## src/z80_isa_pkg.sv

```systemverilog
package z80_isa_pkg;

    // 0..7 are 8-bit regs in opcode field order, 8..11 are BC DE HL SP
    typedef logic [3:0] reg_sel_t;

    localparam reg_sel_t REG_NONE = 4'd6; // (HL) slot, no register behind it
    localparam reg_sel_t REG_A    = 4'd7;
    localparam reg_sel_t REG_BC   = 4'd8;
    localparam reg_sel_t REG_DE   = 4'd9;
    localparam reg_sel_t REG_HL   = 4'd10;

    typedef enum logic [3:0] {
        GRP_NOP,
        GRP_LD_REG_REG,
        GRP_LD_REG_IMMED,
        GRP_LD_A_BCDE,
        GRP_LD_BCDE_A,
        GRP_LD_HL_IMMED,
        GRP_LD_HL_REG,
        GRP_LD_DD_IMMED,
        GRP_LD_A_EXTADDR,
        GRP_LD_EXTADDR_A
    } insn_group_t;

    // step counter within one instruction
    typedef enum logic [1:0] {
        ST_OP,
        ST_1,
        ST_2,
        ST_3
    } seq_state_t;

    // opcode bit fields
    localparam int OP_DST_HI = 5;
    localparam int OP_DST_LO = 3;
    localparam int OP_SRC_HI = 2;
    localparam int OP_SRC_LO = 0;
    localparam int OP_DD_HI  = 5;
    localparam int OP_DD_LO  = 4;
    localparam int OP_DE_BIT = 4;       // BC or DE in the indirect A loads

    localparam logic [2:0] FLD_MEM = 3'd6; // r field value meaning (HL)

    localparam logic [7:0] OPC_LD_BC_A = 8'h02;
    localparam logic [7:0] OPC_LD_DE_A = 8'h12;
    localparam logic [7:0] OPC_LD_A_BC = 8'h0A;
    localparam logic [7:0] OPC_LD_A_DE = 8'h1A;
    localparam logic [7:0] OPC_LD_NN_A = 8'h32;
    localparam logic [7:0] OPC_LD_A_NN = 8'h3A;

endpackage

```

## src/z80_bus_pkg.sv

```systemverilog
package z80_bus_pkg;

    // memory address on the bus
    typedef logic [15:0] addr_t;

    // one data byte
    typedef logic [7:0] byte_t;

    // register pair value, high byte first
    typedef logic [15:0] word_t;

endpackage
```

## src/reg_port_if.sv

```systemverilog
interface reg_port_if;

    z80_isa_pkg::reg_sel_t rd_sel1;
    z80_isa_pkg::reg_sel_t rd_sel2;
    z80_bus_pkg::word_t    rd_data1;
    z80_bus_pkg::word_t    rd_data2;

    logic                  wr_en;
    z80_isa_pkg::reg_sel_t wr_sel;
    z80_bus_pkg::word_t    wr_data;

    modport seq (
        output rd_sel1, rd_sel2, wr_en, wr_sel, wr_data,
        input  rd_data1, rd_data2
    );

    modport rf (
        input  rd_sel1, rd_sel2, wr_en, wr_sel, wr_data,
        output rd_data1, rd_data2
    );

endinterface

```

## src/z80_core.sv

```systemverilog
module z80_core #(
    parameter z80_bus_pkg::addr_t RESET_PC = '0
) (
    input  logic               clk,
    input  logic               reset,
    input  z80_bus_pkg::byte_t i_mem_data,
    output z80_bus_pkg::addr_t o_addr,
    output logic               o_read_mem,
    output logic               o_write_mem,
    output z80_bus_pkg::byte_t o_write_data,
    output logic               o_done
);

    z80_bus_pkg::byte_t       opcode;
    z80_isa_pkg::insn_group_t group;

    reg_port_if rp ();

    z80_register_file u_regs (
        .clk   (clk),
        .reset (reset),
        .rp    (rp.rf)
    );

    z80_instr_decoder u_dec (
        .i_opcode (opcode),
        .o_group  (group)
    );

    z80_sequencer #(
        .RESET_PC (RESET_PC)
    ) u_seq (
        .clk          (clk),
        .reset        (reset),
        .i_mem_data   (i_mem_data),
        .i_group      (group),
        .o_opcode     (opcode),
        .o_addr       (o_addr),
        .o_read_mem   (o_read_mem),
        .o_write_mem  (o_write_mem),
        .o_write_data (o_write_data),
        .o_done       (o_done),
        .rp           (rp.seq)
    );

endmodule

```

## src/z80_sequencer.sv

```systemverilog
module z80_sequencer #(
    parameter z80_bus_pkg::addr_t RESET_PC = '0
) (
    input  logic                     clk,
    input  logic                     reset,
    input  z80_bus_pkg::byte_t       i_mem_data,
    input  z80_isa_pkg::insn_group_t i_group,
    output z80_bus_pkg::byte_t       o_opcode,
    output z80_bus_pkg::addr_t       o_addr,
    output logic                     o_read_mem,
    output logic                     o_write_mem,
    output z80_bus_pkg::byte_t       o_write_data,
    output logic                     o_done,
    reg_port_if.seq                  rp
);

    z80_isa_pkg::seq_state_t state;
    z80_isa_pkg::seq_state_t next_state;
    z80_bus_pkg::byte_t      opcode_q;
    z80_bus_pkg::addr_t      scratch_addr;      // next pc or operand address
    z80_bus_pkg::addr_t      next_scratch_addr;
    z80_bus_pkg::byte_t      scratch_data;      // low byte of nn
    z80_bus_pkg::byte_t      next_scratch_data;

    z80_bus_pkg::addr_t      next_addr;
    logic                    next_read_mem;
    logic                    next_write_mem;
    z80_bus_pkg::byte_t      next_write_data;
    logic                    next_done;

    z80_isa_pkg::reg_sel_t   op_dst;
    z80_isa_pkg::reg_sel_t   op_src;
    z80_isa_pkg::reg_sel_t   op_dd;
    z80_isa_pkg::reg_sel_t   op_bcde;

    // opcode is live on the bus only in its own step
    assign o_opcode = (state == z80_isa_pkg::ST_OP) ? i_mem_data : opcode_q;

    assign op_dst  = {1'b0, o_opcode[z80_isa_pkg::OP_DST_HI:z80_isa_pkg::OP_DST_LO]};
    assign op_src  = {1'b0, o_opcode[z80_isa_pkg::OP_SRC_HI:z80_isa_pkg::OP_SRC_LO]};
    assign op_dd   = {2'b10, o_opcode[z80_isa_pkg::OP_DD_HI:z80_isa_pkg::OP_DD_LO]};
    assign op_bcde = o_opcode[z80_isa_pkg::OP_DE_BIT] ? z80_isa_pkg::REG_DE
                                                       : z80_isa_pkg::REG_BC;

    always_comb begin
        next_state        = z80_isa_pkg::ST_OP;
        next_scratch_addr = scratch_addr;
        next_scratch_data = scratch_data;
        next_addr         = o_addr;
        next_read_mem     = 1'b0;
        next_write_mem    = 1'b0;
        next_write_data   = '0;
        next_done         = 1'b0;
        rp.rd_sel1        = z80_isa_pkg::REG_A;
        rp.rd_sel2        = z80_isa_pkg::REG_A;
        rp.wr_en          = 1'b0;
        rp.wr_sel         = z80_isa_pkg::REG_A;
        rp.wr_data        = '0;

        // final step of every instruction, fetch opcode at next_addr
        if (state == z80_isa_pkg::ST_OP && (i_group == z80_isa_pkg::GRP_NOP ||
                                            i_group == z80_isa_pkg::GRP_LD_REG_REG)) begin
            next_done = 1'b1;
            next_addr = o_addr + 16'd1;
        end else if (state == z80_isa_pkg::ST_OP) begin
            next_state = z80_isa_pkg::ST_1;
        end

        case (i_group)
            z80_isa_pkg::GRP_LD_REG_REG: begin
                rp.rd_sel1 = op_src;
                rp.wr_en   = 1'b1;
                rp.wr_sel  = op_dst;
                rp.wr_data = {8'h00, rp.rd_data1[7:0]};
            end
            z80_isa_pkg::GRP_LD_REG_IMMED, z80_isa_pkg::GRP_LD_DD_IMMED,
            z80_isa_pkg::GRP_LD_HL_IMMED, z80_isa_pkg::GRP_LD_A_EXTADDR,
            z80_isa_pkg::GRP_LD_EXTADDR_A: begin
                case (state)
                    z80_isa_pkg::ST_OP: begin
                        next_addr = o_addr + 16'd1; // operand byte
                    end
                    z80_isa_pkg::ST_1: begin
                        next_state = z80_isa_pkg::ST_2;
                        next_addr  = o_addr + 16'd1;
                        next_scratch_data = i_mem_data;
                        if (i_group == z80_isa_pkg::GRP_LD_REG_IMMED) begin
                            rp.wr_en   = 1'b1;
                            rp.wr_sel  = op_dst;
                            rp.wr_data = {8'h00, i_mem_data};
                            next_state = z80_isa_pkg::ST_OP;
                            next_done  = 1'b1;
                        end else if (i_group == z80_isa_pkg::GRP_LD_HL_IMMED) begin
                            rp.rd_sel1        = z80_isa_pkg::REG_HL;
                            next_scratch_addr = o_addr + 16'd1;
                            next_addr         = rp.rd_data1;
                            next_write_mem    = 1'b1;
                            next_write_data   = i_mem_data;
                        end
                    end
                    z80_isa_pkg::ST_2: begin
                        next_addr = o_addr + 16'd1;
                        if (i_group == z80_isa_pkg::GRP_LD_HL_IMMED) begin
                            next_addr  = scratch_addr;
                            next_state = z80_isa_pkg::ST_OP;
                            next_done  = 1'b1;
                        end else if (i_group == z80_isa_pkg::GRP_LD_DD_IMMED) begin
                            rp.wr_en   = 1'b1;
                            rp.wr_sel  = op_dd;
                            rp.wr_data = {i_mem_data, scratch_data};
                            next_state = z80_isa_pkg::ST_OP;
                            next_done  = 1'b1;
                        end else begin
                            next_scratch_addr = o_addr + 16'd1;
                            next_addr  = {i_mem_data, scratch_data};
                            next_state = z80_isa_pkg::ST_3;
                            rp.rd_sel1 = z80_isa_pkg::REG_A;
                            next_write_mem  = (i_group == z80_isa_pkg::GRP_LD_EXTADDR_A);
                            next_write_data = rp.rd_data1[7:0];
                        end
                    end
                    default: begin
                        next_addr = scratch_addr;
                        next_done = 1'b1;
                        if (i_group == z80_isa_pkg::GRP_LD_A_EXTADDR) begin
                            rp.wr_en   = 1'b1;
                            rp.wr_sel  = z80_isa_pkg::REG_A;
                            rp.wr_data = {8'h00, i_mem_data};
                        end
                    end
                endcase
            end
            z80_isa_pkg::GRP_LD_A_BCDE, z80_isa_pkg::GRP_LD_BCDE_A,
            z80_isa_pkg::GRP_LD_HL_REG: begin
                if (state == z80_isa_pkg::ST_OP) begin
                    next_scratch_addr = o_addr + 16'd1;
                    rp.rd_sel1 = (i_group == z80_isa_pkg::GRP_LD_HL_REG) ? z80_isa_pkg::REG_HL
                                                                         : op_bcde;
                    rp.rd_sel2 = (i_group == z80_isa_pkg::GRP_LD_HL_REG) ? op_src
                                                                         : z80_isa_pkg::REG_A;
                    next_addr       = rp.rd_data1;
                    next_write_mem  = (i_group != z80_isa_pkg::GRP_LD_A_BCDE);
                    next_write_data = rp.rd_data2[7:0];
                end else begin
                    next_addr = scratch_addr;
                    next_done = 1'b1;
                    if (i_group == z80_isa_pkg::GRP_LD_A_BCDE) begin
                        rp.wr_en   = 1'b1;
                        rp.wr_sel  = z80_isa_pkg::REG_A;
                        rp.wr_data = {8'h00, i_mem_data};
                    end
                end
            end
            default: ;
        endcase

        next_read_mem = !next_write_mem; // every non-write step reads
    end

    always_ff @(posedge clk or posedge reset) begin
        if (reset) begin
            state        <= z80_isa_pkg::ST_OP;
            o_addr       <= RESET_PC;
            o_read_mem   <= 1'b1;
            o_write_mem  <= 1'b0;
            o_write_data <= '0;
            o_done       <= 1'b1;
        end else begin
            state        <= next_state;
            o_addr       <= next_addr;
            o_read_mem   <= next_read_mem;
            o_write_mem  <= next_write_mem;
            o_write_data <= next_write_data;
            o_done       <= next_done;
        end
    end

    always_ff @(posedge clk) begin
        opcode_q     <= o_opcode;
        scratch_addr <= next_scratch_addr;
        scratch_data <= next_scratch_data;
    end

    a_rd_wr_excl: assert property (
        @(posedge clk) disable iff (reset) !(o_read_mem && o_write_mem)
    );

    a_done_at_op: assert property (
        @(posedge clk) disable iff (reset) o_done |-> state == z80_isa_pkg::ST_OP
    );

endmodule

```

## src/z80_instr_decoder.sv

```systemverilog
module z80_instr_decoder (
    input  z80_bus_pkg::byte_t       i_opcode,
    output z80_isa_pkg::insn_group_t o_group
);

    logic [2:0] dst;
    logic [2:0] src;

    assign dst = i_opcode[z80_isa_pkg::OP_DST_HI:z80_isa_pkg::OP_DST_LO];
    assign src = i_opcode[z80_isa_pkg::OP_SRC_HI:z80_isa_pkg::OP_SRC_LO];

    always_comb begin
        o_group = z80_isa_pkg::GRP_NOP;
        case (i_opcode[7:6])
            2'b01: begin
                // src of 6 is LD r,(HL) or HALT, both left as nop
                if (src != z80_isa_pkg::FLD_MEM) begin
                    if (dst == z80_isa_pkg::FLD_MEM)
                        o_group = z80_isa_pkg::GRP_LD_HL_REG;
                    else
                        o_group = z80_isa_pkg::GRP_LD_REG_REG;
                end
            end
            2'b00: begin
                if (src == z80_isa_pkg::FLD_MEM) begin
                    if (dst == z80_isa_pkg::FLD_MEM)
                        o_group = z80_isa_pkg::GRP_LD_HL_IMMED;
                    else
                        o_group = z80_isa_pkg::GRP_LD_REG_IMMED;
                end else if (i_opcode[3:0] == 4'b0001) begin
                    o_group = z80_isa_pkg::GRP_LD_DD_IMMED;
                end else begin
                    case (i_opcode)
                        z80_isa_pkg::OPC_LD_BC_A,
                        z80_isa_pkg::OPC_LD_DE_A: o_group = z80_isa_pkg::GRP_LD_BCDE_A;
                        z80_isa_pkg::OPC_LD_A_BC,
                        z80_isa_pkg::OPC_LD_A_DE: o_group = z80_isa_pkg::GRP_LD_A_BCDE;
                        z80_isa_pkg::OPC_LD_NN_A: o_group = z80_isa_pkg::GRP_LD_EXTADDR_A;
                        z80_isa_pkg::OPC_LD_A_NN: o_group = z80_isa_pkg::GRP_LD_A_EXTADDR;
                        default: ;
                    endcase
                end
            end
            default: ;
        endcase
    end

endmodule

```

## src/z80_register_file.sv

```systemverilog
module z80_register_file (
    input logic    clk,
    input logic    reset,
    reg_port_if.rf rp
);

    z80_bus_pkg::byte_t regs [8]; // B C D E H L - A, slot 6 stays zero
    z80_bus_pkg::word_t sp;

    function automatic z80_bus_pkg::word_t read_sel(z80_isa_pkg::reg_sel_t sel);
        logic [2:0] hi;
        hi = {sel[1:0], 1'b0};
        if (!sel[3])
            return {8'h00, regs[sel[2:0]]};
        if (sel[1:0] == 2'b11)
            return sp;
        return {regs[hi], regs[hi + 3'd1]};
    endfunction

    // both read ports are combinational
    always_comb begin
        rp.rd_data1 = read_sel(rp.rd_sel1);
        rp.rd_data2 = read_sel(rp.rd_sel2);
    end

    always_ff @(posedge clk or posedge reset) begin
        if (reset) begin
            for (int i = 0; i < 8; i++)
                regs[i] <= '0;
            sp <= '0;
        end else if (rp.wr_en) begin
            if (!rp.wr_sel[3]) begin
                regs[rp.wr_sel[2:0]] <= rp.wr_data[7:0];
            end else if (rp.wr_sel[1:0] == 2'b11) begin
                sp <= rp.wr_data;
            end else begin
                regs[{rp.wr_sel[1:0], 1'b0}] <= rp.wr_data[15:8]; // B, D, H
                regs[{rp.wr_sel[1:0], 1'b1}] <= rp.wr_data[7:0];  // C, E, L
            end
        end
    end

    // sequencer must never route an (HL) field into a register write
    a_no_write_slot6: assert property (
        @(posedge clk) disable iff (reset)
        rp.wr_en |-> rp.wr_sel != z80_isa_pkg::REG_NONE
    );

endmodule

```

## config.mk

```make
export PLATFORM = sky130hd
export DESIGN_NAME = z80_core
export DESIGN_NICKNAME = d
export VERILOG_FILES = /design/src/z80_isa_pkg.sv /design/src/z80_bus_pkg.sv /design/src/reg_port_if.sv /design/src/z80_core.sv /design/src/z80_sequencer.sv /design/src/z80_instr_decoder.sv /design/src/z80_register_file.sv
export SDC_FILE = /design/constraint.sdc
export NUM_CORES = 1
export LEC_CHECK = 0
export BUFFER_PORTS_ARGS = -buffer_cell sky130_fd_sc_hd__buf_2
export CORE_MARGIN = 1.5
export CORE_UTILIZATION = 35
export CTS_BUF_LIST = sky130_fd_sc_hd__clkbuf_4 sky130_fd_sc_hd__clkbuf_8
export DETAILED_ROUTE_END_ITERATION = 16
export GPL_ROUTABILITY_DRIVEN = 0
export GPL_TIMING_DRIVEN = 0
export SETUP_SLACK_MARGIN = 0.2
export SLEW_MARGIN = 10
export SYNTH_ARGS = -nofsm -noshare
export SYNTH_HDL_FRONTEND = slang
export SYNTH_SLANG_ARGS = --single-unit
```

## constraint.sdc

```tcl
create_clock -name clk -period 7.6 [get_ports clk]
set_clock_uncertainty 0.2 [all_clocks]
set_input_delay 1.9 -clock clk [delete_from_list [all_inputs] [get_ports clk]]
set_output_delay 1.9 -clock clk [all_outputs]
set_load 0.005 [all_outputs]
```

==> implementation parameters <==
Parameter                              Value

Outcome
  Outcome ... complete, no violations

Timing
  Max Clk Rate ... ~0.17 GHz
  Final setup violating endpoints ... 0
  Total count of max-transition violations in the final report ... 0
  Unrepaired setup endpoints after global routing ... no
  Fin crit share ... about four fifths
  Transition time at the pin with the least slew margin ... approximately 1 ns
  Slew HR ... between 30% and 40%
  Number of endpoints with negative hold slack in the final report ... 0
  Post-route minimum period ... approximately 6 ns

Logic synthesis
  Cells after synthesis ... about 980
  Synth top cells by count ... sky130_fd_sc_hd__nand2_1 (104), sky130_fd_sc_hd__dfrtp_1 (102), sky130_fd_sc_hd__o21ai_0 (79)
  Yosys top cell area share ... about 27%
  Post-synthesis simple-gate area fraction ... ~15%
  Synthesized cell area ... ~9400 um^2
  Net count of the mapped netlist ... roughly 990
  Count of flip-flops with a built-in enable after synthesis ... 24
  Proportion of synthesized area in mux cells ... a little over an eighth
  Dominant combinational cell family by area after synthesis ... compound AO/OA/AOI/OAI gates
  Adder and majority cell fraction of the synthesized area ... less than 1%
  Synth async-reset ratio ... between 70% and 80%
  Leading register cell type out of synthesis ... sky130_fd_sc_hd__dfrtp_1
  Mean instance size in the synthesized netlist ... ~9.6 um^2
  Number of warnings reported in the yosys synthesis log ... 0
  Unique cell type count in the Yosys netlist ... about 110
  Cell type contributing the most total cell area after synthesis ... sky130_fd_sc_hd__dfrtp_1
  Cell with the most instances after synthesis ... sky130_fd_sc_hd__nand2_1
  Sequential share of the synthesized area ... between 30% and 40%
  Leading cell types by total area after synthesis ... sky130_fd_sc_hd__dfrtp_1 (27%), sky130_fd_sc_hd__edfxtp_1 (7.7%), sky130_fd_sc_hd__mux2i_1 (7.1%)
  Fraction of synthesized cell area in xor and xnor cells ... ~2.7%
  Post-synthesis compound-gate area fraction ... 26.8%
  Flip-flop and latch count after synthesis ... between 100 and 150

Floorplan
  Overall die width ... roughly 170 um
  Initial cell density of the core ... ~36%
  Area of the die ... between 20000 and 30000 um^2
  Row cnt ... 59
  Core footprint ... between 20000 and 30000 um^2
  Vertical extent of the die ... between 150 and 200 um
  Number of top-level design ports ... 37

Layout
  Nets@finish ... approximately 1.1k
  Antenna Cells ... 0
  Utilization after layout ... between 30% and 40%
  Share of final-layout standard cells stronger than drive strength 1 ... between 10% and 20%
  Area growth syn-to-layout ... 11.0%
  Post-route cell area ... 10400 um^2

Setup path
  Worst setup path start ... i_mem_data[4]
  Worst R2R End ... u_seq.o_write_data[7]
  Required time at the worst-slack endpoint ... between 7 and 8 ns
  Kind of critical path ... primary input to register
  Capture point of the worst path ... u_regs.regs[28]
  Arr. time, crit path ... 6.16 ns
  Nature of the critical path endpoint ... register
  Worst R2R Setup Slack ... 2.45 ns
  Number of cells on the worst reg-to-reg path ... 16
  Critical path launch point type ... primary input
  Maximum net fanout on the critical path ... 8
  R2R Path Start ... u_seq.state[0]

Route
  DRC ... 0
  Number of routed nets with antenna violations ... 0
  Per-cell routed wire length ... 25.0 um
  Via count ... approximately 9k
  Aggregate routed wire length ... around 35000 um
  Detailed-routing iteration count for the pre-antenna-repair pass ... 9
  Starting DRC count in detailed routing ... about 1.4k
  Average vias per placed instance ... around 6.4

Min path
  Class of the worst hold path ... register to register
  Beginning of the worst hold path ... u_regs.regs[15]

Clock network
  Clock latency at the later pin of the worst-skew pair ... between 0.4 and 0.5 ns
  Number of buffers between clock root and the deepest sink ... 2
  Post_cts resized ... 0
  TritonCTS clock tree ... yes
  Number of buffers added to fix hold violations after cts ... 0
  Post-CTS setup repair buffer count ... 0
  Clock Sink Count ... 136
  CTS root buffer ... sky130_fd_sc_hd__clkbuf_8
  Clock edge transition at the registers on the reported setup and hold paths ... approximately 0.090 ns
  Depth of the CTS H-tree ... 4
  Number of buffers added by the clock tree synthesis step ... 17

Power
  Pwr Density ... 237 nW/um^2
  Peak VDD IR ... approximately 0.098 mV
  Power Total ... 2470 uW
  Leakage power ... ~0.0044 uW

Run
  # Max-Cap Violations ... 0

GRT
  Number of antenna violations at the first check in global routing ... 1
  Residual overflow from global routing ... 0
  Number of global-route vias before repair ... roughly 8.2k
  Combined global-route utilization of all metal layers ... approximately 25%
  Wire length of the first global-routing pass ... about 53000 um
  Pin count of the biggest net entering global routing ... 87

Place
  DP Wirelength ... around 25000 um
  IO Port Bufs ... 36
  Post-place instance area ... about 10000 um^2
[stage by stage]
| step | hold WS (ns) | instances | setup TNS [ns] | worst slack, ns |
|---|---|---|---|---|
| global route | 0.322 | 1386 | 0 | 1.49 |
| detailed placement | 0.277 | 1354 | 0 | 1.31 |
| floorplan | 0.248 | 979 | 0 | 0.598 |
| finish | 0.293 | 1386 | 0 | 1.60 |
| global placement | 0.270 | 1350 | -38.04 | -2.38 |
| CTS | 0.298 | 1386 | 0 | 1.81 |
[worst min-delay path by stage]
| stage | to | slack, ns | cells past startpoint |
|---|---|---|---|
| floorplan | u_regs.sp[10] | 0.25 | 2 |
| global placement | u_regs.sp[10] | 0.27 | 2 |
| detailed placement | u_regs.regs[9] | 0.28 | 1 |
| CTS | u_regs.sp[10] | 0.30 | 2 |
| global route | u_regs.regs[15] | 0.32 | 1 |
| finish | u_regs.regs[15] | 0.29 | 1 |
[where the power goes]
group / total [uW] / internal [uW] / leakage [uW] / switching, uW
clock network: 583 / 251 / 0.000187 / 332
logic: 925 / 363 / 0.00250 / 562
registers: 959 / 850 / 0.00171 / 109
[registers in the layout, summed over array words and instances, names as in the netlist]
name                count
u_seq.o_write_mem       1
u_seq.state             2
u_seq.scratch_addr     16
u_seq.o_addr           16
u_seq.opcode_q          8
u_seq.o_read_mem        1
u_regs.sp              11
u_seq.o_done            1
u_regs.regs            64
u_seq.o_write_data      8
u_seq.scratch_data      8
[worst max-delay path, stage by stage]
cell and delay [ns]:
sky130_fd_sc_hd__buf_2 0.10, sky130_fd_sc_hd__clkbuf_1 0.59, sky130_fd_sc_hd__nand4b_1 0.24, sky130_fd_sc_hd__and2_1 0.20
sky130_fd_sc_hd__buf_6 0.12, sky130_fd_sc_hd__a21boi_0 0.35, sky130_fd_sc_hd__a21oi_1 0.30, sky130_fd_sc_hd__a211oi_2 0.56
sky130_fd_sc_hd__nor2_2 0.18, sky130_fd_sc_hd__nand3_1 0.19, sky130_fd_sc_hd__a21oi_1 0.09, sky130_fd_sc_hd__nor4_2 0.62
sky130_fd_sc_hd__o21ai_2 0.29, sky130_fd_sc_hd__o311a_1 0.40
[layer usage]
metal	up-vias	wire [um]	track usage, %
li1	3876	-	-
met1	4366	14800	34.3
met2	525	15300	38.3
met3	93	3240	4.78
met4	0	1280	9.92
met5	-	0	0
[cells in the final DEF, fill, tap and decap left out, types with 19 or more instances in the layout]
cell                       instances
sky130_fd_sc_hd__a22oi_1          37
sky130_fd_sc_hd__mux2i_1          67
sky130_fd_sc_hd__buf_2            47
sky130_fd_sc_hd__edfxtp_1         24
sky130_fd_sc_hd__o21ai_0          79
sky130_fd_sc_hd__nand2_1         104
sky130_fd_sc_hd__a221o_1          25
sky130_fd_sc_hd__nor2_1           58
sky130_fd_sc_hd__clkbuf_1         37
sky130_fd_sc_hd__clkbuf_8         19
sky130_fd_sc_hd__dfrtp_1         102
sky130_fd_sc_hd__a21oi_1          38
sky130_fd_sc_hd__mux2_2           44
sky130_fd_sc_hd__nand3_1          24
[area by class of cell]
cell class | instances | area [um^2]
Clock inverter | 13 | 105
Fill cell | 2609 | 15800
Clock buffer | 19 | 262
Sequential cell | 136 | 3490
Tap cell | 335 | 419
Buffer | 68 | 379
Multi-Input combinational cell | 758 | 5480
Inverter | 17 | 68.8
Timing Repair Buffer | 40 | 228
[kinds of logic (layout without fill, tap and decap cells)]
logic type	count (synthesis)	count (layout)
AND/OR/NAND/NOR	274	274
multiplexers	117	117
buffers and inverters	85	157
adder cells (fa/ha/maj)	5	5
flip-flops	136	136
AO/OA/AOI/OAI	333	333
XOR/XNOR	29	29
No activity file was read; power rests on OpenSTA's default activity.
